$ cat src/source/mm_host_defines.svh
`ifndef MM_HOST_DEFINES_SVH
`define MM_HOST_DEFINES_SVH

// byte lanes per BRAM word
`define FM_LANES 8
`define WM_LANES 16

// control BRAM word indices
`define CTRL_FLAG_WORD 16'd0
`define CTRL_COM1_WORD 16'd1
`define CTRL_COM2_WORD 16'd2

// flag word codes shared with the accelerator
`define FLAG_START  32'd1
`define FLAG_FINISH 32'd2

`endif

$ cat src/source/mm_host_pkg.sv
package mm_host_pkg;

    typedef logic [15:0] dim_t;
    typedef logic [15:0] count_t;
    typedef logic [15:0] bram_addr_t;
    typedef logic [63:0] fm_word_t; // 8 signed bytes
    typedef logic [127:0] wm_word_t; // 16 signed bytes
    typedef logic [31:0] ctrl_word_t;
    typedef logic signed [31:0] result_t;

    typedef enum logic [2:0] {
        IDLE,
        WRITE_FM,
        WRITE_WM,
        WRITE_COM,
        WRITE_FLAG,
        WAIT_FLAG,
        READ_OUT,
        FINISH
    } host_state_t;

endpackage

$ cat src/source/job_setup.sv
`include "mm_host_defines.svh"

module job_setup (
    input  logic                arm_clk,
    input  logic                rst,
    input  logic                load_dims,
    input  mm_host_pkg::dim_t   m_in,
    input  mm_host_pkg::dim_t   n_in,
    input  mm_host_pkg::dim_t   p_in,
    output mm_host_pkg::dim_t   m,
    output mm_host_pkg::dim_t   n,
    output mm_host_pkg::dim_t   p,
    output mm_host_pkg::count_t fm_words,
    output mm_host_pkg::count_t wm_words,
    output mm_host_pkg::count_t out_words
);

    mm_host_pkg::count_t fm_cols; // feature words per column, m rounded up
    mm_host_pkg::count_t wm_cols; // weight words per row, p rounded up

    assign fm_cols = mm_host_pkg::count_t'((17'(m_in) + 17'(`FM_LANES - 1)) / 17'(`FM_LANES));
    assign wm_cols = mm_host_pkg::count_t'((17'(p_in) + 17'(`WM_LANES - 1)) / 17'(`WM_LANES));

    // counts are taken from the inputs so they are ready on the first phase cycle
    always_ff @(posedge arm_clk or posedge rst) begin
        if (rst) begin
            m         <= '0;
            n         <= '0;
            p         <= '0;
            fm_words  <= '0;
            wm_words  <= '0;
            out_words <= '0;
        end else if (load_dims) begin
            m         <= m_in;
            n         <= n_in;
            p         <= p_in;
            fm_words  <= mm_host_pkg::count_t'(n_in * fm_cols);
            wm_words  <= mm_host_pkg::count_t'(n_in * wm_cols);
            out_words <= mm_host_pkg::count_t'(m_in * p_in);
        end
    end

endmodule

$ cat src/source/host_fsm.sv
`include "mm_host_defines.svh"

module host_fsm (
    input  logic                     arm_clk,
    input  logic                     rst,
    input  logic                     start,
    input  logic                     fm_valid,
    input  logic                     wm_valid,
    input  mm_host_pkg::count_t      fm_words,
    input  mm_host_pkg::count_t      wm_words,
    input  mm_host_pkg::count_t      out_words,
    input  mm_host_pkg::ctrl_word_t  ctrl_dout,
    output mm_host_pkg::host_state_t state,
    output mm_host_pkg::count_t      count,
    output logic                     load_dims,
    output logic                     fm_phase,
    output logic                     wm_phase
);

    mm_host_pkg::host_state_t next_state;
    logic                     advance;   // counter steps this cycle
    logic                     last_word; // counter sits at the phase limit
    logic                     phase_end;
    logic                     poll_ready;
    logic                     finish_seen;

    // first two poll cycles still show command word or the old flag value
    assign poll_ready  = (count == 16'd2);
    assign finish_seen = (ctrl_dout == `FLAG_FINISH);

    always_comb begin
        advance   = 1'b0;
        last_word = 1'b0;
        case (state)
            mm_host_pkg::WRITE_FM: begin
                advance   = fm_valid;
                last_word = (count == fm_words - 16'd1);
            end
            mm_host_pkg::WRITE_WM: begin
                advance   = wm_valid;
                last_word = (count == wm_words - 16'd1);
            end
            mm_host_pkg::WRITE_COM: begin
                advance   = 1'b1;
                last_word = (count == 16'd1);
            end
            mm_host_pkg::WAIT_FLAG: begin
                advance   = !poll_ready || finish_seen;
                last_word = poll_ready && finish_seen;
            end
            mm_host_pkg::READ_OUT: begin
                advance   = 1'b1;
                last_word = (count == out_words - 16'd1);
            end
            default: ;
        endcase
    end

    assign phase_end = advance && last_word;
    assign load_dims = (state == mm_host_pkg::IDLE) && start;
    assign fm_phase  = (state == mm_host_pkg::WRITE_FM);
    assign wm_phase  = (state == mm_host_pkg::WRITE_WM);

    always_comb begin
        next_state = state;
        case (state)
            mm_host_pkg::IDLE:       if (start) next_state = mm_host_pkg::WRITE_FM;
            mm_host_pkg::WRITE_FM:   if (phase_end) next_state = mm_host_pkg::WRITE_WM;
            mm_host_pkg::WRITE_WM:   if (phase_end) next_state = mm_host_pkg::WRITE_COM;
            mm_host_pkg::WRITE_COM:  if (phase_end) next_state = mm_host_pkg::WRITE_FLAG;
            mm_host_pkg::WRITE_FLAG: next_state = mm_host_pkg::WAIT_FLAG;
            mm_host_pkg::WAIT_FLAG:  if (phase_end) next_state = mm_host_pkg::READ_OUT;
            mm_host_pkg::READ_OUT:   if (phase_end) next_state = mm_host_pkg::FINISH;
            default:                 next_state = mm_host_pkg::IDLE;
        endcase
    end

    always_ff @(posedge arm_clk or posedge rst) begin
        if (rst) begin
            state <= mm_host_pkg::IDLE;
            count <= '0;
        end else begin
            state <= next_state;
            if (advance) begin
                count <= last_word ? '0 : count + 16'd1; // wraps for the next phase
            end
        end
    end

endmodule

$ cat src/source/bram_write_driver.sv
`include "mm_host_defines.svh"

module bram_write_driver (
    input  logic                     arm_clk,
    input  logic                     rst,
    input  logic                     fm_valid,
    input  logic                     wm_valid,
    input  mm_host_pkg::fm_word_t    fm_data,
    input  mm_host_pkg::wm_word_t    wm_data,
    input  mm_host_pkg::host_state_t state,
    input  mm_host_pkg::count_t      count,
    input  mm_host_pkg::dim_t        m,
    input  mm_host_pkg::dim_t        n,
    input  mm_host_pkg::dim_t        p,
    output logic                     fm_we,
    output logic                     wm_we,
    output logic                     ctrl_we,
    output mm_host_pkg::bram_addr_t  fm_addr,
    output mm_host_pkg::bram_addr_t  wm_addr,
    output mm_host_pkg::bram_addr_t  ctrl_addr,
    output mm_host_pkg::fm_word_t    fm_din,
    output mm_host_pkg::wm_word_t    wm_din,
    output mm_host_pkg::ctrl_word_t  ctrl_din
);

    logic fm_write;
    logic wm_write;

    assign fm_write = fm_valid && (state == mm_host_pkg::WRITE_FM);
    assign wm_write = wm_valid && (state == mm_host_pkg::WRITE_WM);

    always_ff @(posedge arm_clk or posedge rst) begin
        if (rst) begin
            fm_we   <= 1'b0;
            wm_we   <= 1'b0;
            ctrl_we <= 1'b0;
        end else begin
            fm_we   <= fm_write;
            wm_we   <= wm_write;
            ctrl_we <= (state == mm_host_pkg::WRITE_COM) || (state == mm_host_pkg::WRITE_FLAG);
        end
    end

    always_ff @(posedge arm_clk) begin
        if (fm_write) begin
            fm_addr <= count;
            fm_din  <= fm_data;
        end
        if (wm_write) begin
            wm_addr <= count;
            wm_din  <= wm_data;
        end
    end

    always_ff @(posedge arm_clk) begin
        case (state)
            mm_host_pkg::WRITE_COM: begin
                if (count == '0) begin
                    ctrl_addr <= `CTRL_COM1_WORD;
                    ctrl_din  <= {p, m};
                end else begin
                    ctrl_addr <= `CTRL_COM2_WORD;
                    ctrl_din  <= {16'd0, n};
                end
            end
            mm_host_pkg::WRITE_FLAG: begin
                ctrl_addr <= `CTRL_FLAG_WORD;
                ctrl_din  <= `FLAG_START;
            end
            mm_host_pkg::WAIT_FLAG: ctrl_addr <= `CTRL_FLAG_WORD; // poll address
            default: ;
        endcase
    end

endmodule

$ cat src/source/result_reader.sv
module result_reader (
    input  logic                     arm_clk,
    input  logic                     rst,
    input  mm_host_pkg::host_state_t state,
    input  mm_host_pkg::count_t      count,
    input  mm_host_pkg::result_t     out_dout,
    output mm_host_pkg::bram_addr_t  out_addr,
    output logic                     result_valid,
    output logic                     done,
    output mm_host_pkg::result_t     result_data
);

    logic read_d1;   // address on the port this cycle
    logic finish_d1;

    always_ff @(posedge arm_clk or posedge rst) begin
        if (rst) begin
            read_d1      <= 1'b0;
            result_valid <= 1'b0;
            finish_d1    <= 1'b0;
            done         <= 1'b0;
        end else begin
            read_d1      <= (state == mm_host_pkg::READ_OUT);
            result_valid <= read_d1; // bram read latency
            finish_d1    <= (state == mm_host_pkg::FINISH);
            done         <= finish_d1; // lands after the last result
        end
    end

    always_ff @(posedge arm_clk) begin
        if (state == mm_host_pkg::READ_OUT) begin
            out_addr <= count;
        end
    end

    // read data is already aligned with result_valid
    assign result_data = out_dout;

endmodule

$ cat src/source/mm_host_top.sv
module mm_host_top (
    input  logic                    arm_clk,
    input  logic                    rst,
    input  logic                    start,
    input  mm_host_pkg::dim_t       m_in,
    input  mm_host_pkg::dim_t       n_in,
    input  mm_host_pkg::dim_t       p_in,
    input  logic                    fm_valid,
    input  mm_host_pkg::fm_word_t   fm_data,
    input  logic                    wm_valid,
    input  mm_host_pkg::wm_word_t   wm_data,
    input  mm_host_pkg::ctrl_word_t ctrl_dout,
    input  mm_host_pkg::result_t    out_dout,
    output logic                    fm_phase,
    output logic                    wm_phase,
    output logic                    fm_we,
    output mm_host_pkg::bram_addr_t fm_addr,
    output mm_host_pkg::fm_word_t   fm_din,
    output logic                    wm_we,
    output mm_host_pkg::bram_addr_t wm_addr,
    output mm_host_pkg::wm_word_t   wm_din,
    output logic                    ctrl_we,
    output mm_host_pkg::bram_addr_t ctrl_addr,
    output mm_host_pkg::ctrl_word_t ctrl_din,
    output mm_host_pkg::bram_addr_t out_addr,
    output logic                    result_valid,
    output mm_host_pkg::result_t    result_data,
    output logic                    done
);

    mm_host_pkg::dim_t        m;
    mm_host_pkg::dim_t        n;
    mm_host_pkg::dim_t        p;
    mm_host_pkg::count_t      fm_words;
    mm_host_pkg::count_t      wm_words;
    mm_host_pkg::count_t      out_words;
    mm_host_pkg::host_state_t state;
    mm_host_pkg::count_t      count;
    logic                     load_dims;

    job_setup job_setup_inst (
        .arm_clk(arm_clk), .rst(rst), .load_dims(load_dims),
        .m_in(m_in), .n_in(n_in), .p_in(p_in),
        .m(m), .n(n), .p(p),
        .fm_words(fm_words), .wm_words(wm_words), .out_words(out_words)
    );

    host_fsm host_fsm_inst (
        .arm_clk(arm_clk), .rst(rst), .start(start),
        .fm_valid(fm_valid), .wm_valid(wm_valid),
        .fm_words(fm_words), .wm_words(wm_words), .out_words(out_words),
        .ctrl_dout(ctrl_dout), .state(state), .count(count),
        .load_dims(load_dims), .fm_phase(fm_phase), .wm_phase(wm_phase)
    );

    bram_write_driver bram_write_driver_inst (
        .arm_clk(arm_clk), .rst(rst),
        .fm_valid(fm_valid), .wm_valid(wm_valid),
        .fm_data(fm_data), .wm_data(wm_data),
        .state(state), .count(count), .m(m), .n(n), .p(p),
        .fm_we(fm_we), .wm_we(wm_we), .ctrl_we(ctrl_we),
        .fm_addr(fm_addr), .wm_addr(wm_addr), .ctrl_addr(ctrl_addr),
        .fm_din(fm_din), .wm_din(wm_din), .ctrl_din(ctrl_din)
    );

    result_reader result_reader_inst (
        .arm_clk(arm_clk), .rst(rst), .state(state), .count(count),
        .out_dout(out_dout), .out_addr(out_addr),
        .result_valid(result_valid), .done(done), .result_data(result_data)
    );

endmodule

$ cat config.mk
export PLATFORM = sky130hd
export DESIGN_NAME = mm_host_top
export DESIGN_NICKNAME = d
export VERILOG_FILES = /design/src/source/mm_host_pkg.sv /design/src/source/job_setup.sv /design/src/source/host_fsm.sv /design/src/source/bram_write_driver.sv /design/src/source/result_reader.sv /design/src/source/mm_host_top.sv
export VERILOG_INCLUDE_DIRS = /design/src /design/src/source
export SDC_FILE = /design/constraint.sdc
export NUM_CORES = 1
export LEC_CHECK = 0
export ABC_AREA = 1
export BUFFER_PORTS_ARGS = -buffer_cell sky130_fd_sc_hd__clkbuf_2
export CORE_ASPECT_RATIO = 1.2
export CORE_MARGIN = 2
export CORE_UTILIZATION = 45
export CTS_BUF_LIST = sky130_fd_sc_hd__clkbuf_2 sky130_fd_sc_hd__clkbuf_4 sky130_fd_sc_hd__clkbuf_8
export CTS_CLUSTER_DIAMETER = 120
export DETAILED_ROUTE_END_ITERATION = 8
export PLACE_DENSITY = 0.71
export SLEW_MARGIN = 15
export SYNTH_ARGS = -nofsm -noshare
export SYNTH_HDL_FRONTEND = slang
export SYNTH_HIERARCHICAL = 1
export SYNTH_SLANG_ARGS = --single-unit
$ cat constraint.sdc
create_clock -name arm_clk -period 11.53 [get_ports arm_clk]
set_clock_uncertainty 0.2 [all_clocks]
set_input_delay 2.306 -clock arm_clk [delete_from_list [all_inputs] [get_ports arm_clk]]
set_output_delay 2.306 -clock arm_clk [all_outputs]
set_load 0.05 [all_outputs]
==> reports/metrics.cfg <==
[synthesis]
synth_area_leaders=edfxtp_1 29%, fa_1 17%, dfrtp_1 11%
yosys.area.top_type=edfxtp_1
synth_cells=3052
yosysSeqAreaShare_pct=40.11
synth.most_common_cell=nand2_1
synth_top_area_share_pct=29.26
avgSynthCellArea_um2=9.215
synth_edf_count=274
yosysWarnings=6
yosys-top-cells-count=722 x nand2_1, 587 x inv_1, 274 x edfxtp_1, 243 x nor2_1, 241 x fa_1
ys_types=58
ys_async_sr_fraction_pct=30.81
netlist_area_um2=28120
synth_ff_type=edfxtp_1
ys_seq_elements=396

[worst_setup_path]
crit_path_frequent_cell=nand2_1
critical_path_required_ns=11.87
start_kind=input pin
worst_ep_arrival_time_ns=8.61
end_kind=register
max_stage_delay_ns=0.55
cp_max_fo=17
cp_slowest_cell=fa_1
critPathKind=input pin to register

[clock_network]
cts_resized=0
post-cts-setup-buffers=0
cts.root.buffer_cell=clkbuf_8
cts_sinks=396
path_clk_slew_ns=0.06
cts-htree-levels=3
cts_tree=yes
clk_latency_ns=0.66
cts_buffers=68
hold_buffers=0
cts_buffer_depth=3

[place]
hpwl_mm=77.60
routabilityCongestion=0.9599
portBuffers=557
place_area_um2=31190

[layout]
largest_register=bram_write_driver_inst/wm_din
largest_register_ffs=128
regArea_um2=11280
drive_gt1_share_pct=21.91
top_regs=bram_write_driver_inst/wm_din (128), bram_write_driver_inst/fm_din (64), bram_write_driver_inst/ctrl_din (32)
fillers=5745
syn_to_final_growth_pct=15.82
nets=4235
final_area_um2=32570
multi_input_area_um2=13700
final_core_util_pct=52.59

[sta]
post-route-min-period_ns=8.272
holdWs_ns=0.1471
hold_violations=0
worstMarginPinSlew_ns=1.125
relSlewSlack_pct=24.94
setup-violations-final=0
finalCritPeriodShare_pct=71.74
tns_ns=0
fmax_ghz=0.1209
rsz0062_at_grt=no
slew_viol_final=0

[grt]
grt_start_max_net_pins=83
first_global_vias=22780
grt_antenna_before_repair=10
grt_overflow=0
grt_pass1_wl_mm=140.7
track_usage_pct=29.89

[pwr]
p_per_area_nw_per_um2=257.1
cellLeakagePower_uw=0.01667
irDropWorstVdd_mv=0.1621

[job]
cap_violations=0

[run_status]
status=completed

[floorplanning]
core_um2=61930
die_area_um2=64520
rows=100
initial_core_util_pct=45.41
pin_count=636
die_x_um=232.2
fp.dieH_um=277.9

[route]
dr_total_vias=22760
vias_per_cell=5.145
drt-pass1-iter-count=6
post_drt_wl_per_cell_um=21.76
drc=0
drt_iter0_markers=1667
ant_nets=0
wl_mm=96.28

[worst_hold_path]
hp-class=register to register

==> worst paths after layout <==
check / slack [ns] / from / end / cells after the start
max: 3.26 / m_in[1] / job_setup_inst/fm_words[14] / 34
max reg2reg: 7.31 / host_fsm_inst/state[1] / host_fsm_inst/count[7] / 19
min: 0.15 / result_reader_inst/finish_d1 / result_reader_inst/done / 0
min in group asynchronous: 1.44 / rst / bram_write_driver_inst/fm_we / 2
min reg2reg: 0.15 / result_reader_inst/finish_d1 / result_reader_inst/done / 0
max in group asynchronous: 8.27 / rst / job_setup_inst/fm_words[14] / 3
==> power by group <==
| part | total, uW | internal, uW | leakage, uW | switching (uW) |
|---|---|---|---|---|
| clock network | 1310 | 704 | 0.000722 | 603 |
| logic | 4860 | 1560 | 0.0119 | 3290 |
| registers | 2210 | 1970 | 0.00406 | 239 |
| total | 8370 | 4240 | 0.0167 | 4140 |
==> layer usage <==
layer | wire (um) | track usage, % | vias to the layer above
li1 | - | - | 10430
met1 | 36060 | 35.61 | 10980
met2 | 44480 | 48.29 | 1092
met3 | 8528 | 7.175 | 244
met4 | 7131 | 19.18 | 12
met5 | 81 | 0 | -
==> cell type report <==
class	count	area share (%)
Sequential cell	396	34.63
Clock inverter	21	0.4840
Tap cell	816	3.134
Inverter	619	7.187
Multi-Input combinational cell	1902	42.05
Timing Repair Buffer	566	8.765
Clock buffer	102	3.734
Antenna cell	2	0.01536
==> placed cells by master (no fill, tap or decap), types with 18 or more instances in the layout <==
cell type,n
a21oi_1,52
clkbuf_2,557
clkbuf_4,30
clkbuf_8,72
dfrtp_1,122
edfxtp_1,274
fa_1,241
ha_1,132
inv_1,585
inv_2,22
nand2_1,721
nand2_2,18
nand3_1,147
nand4_1,51
nor2_1,241
nor4_1,20
o21ai_0,86
xor2_1,43
==> critical path: cells and delay by family <==
kind | cells | cell delay (ns)
fa+ha+maj | 7 | 3.31
compound gates | 4 | 0.54
buf+inv | 8 | 0.66
xor+xnor | 1 | 0.14
simple gates | 14 | 1.65
==> cell families after synthesis <==
kind of cell | share of synthesized area, %
adder cells (fa/ha/maj) | 23.03
AO/OA/AOI/OAI | 3.319
XOR/XNOR | 1.984
buffers and inverters | 11.46
flip-flops | 40.11
other | 0.01333
AND/OR/NAND/NOR | 20.08
==> metrics by stage <==
| stage | power [uW] | std cells | setup slack, ns |
|---|---|---|---|
| global route | 9133 | 4423 | 2.760 |
| global placement | 6973 | 4299 | 2.734 |
| floorplan | 5825 | 3065 | 2.789 |
| detailed placement | 7067 | 4299 | 2.580 |
| finish | 8375 | 4424 | 3.258 |
| CTS | 8416 | 4422 | 3.246 |
No activity file was read; power rests on OpenSTA's default activity.
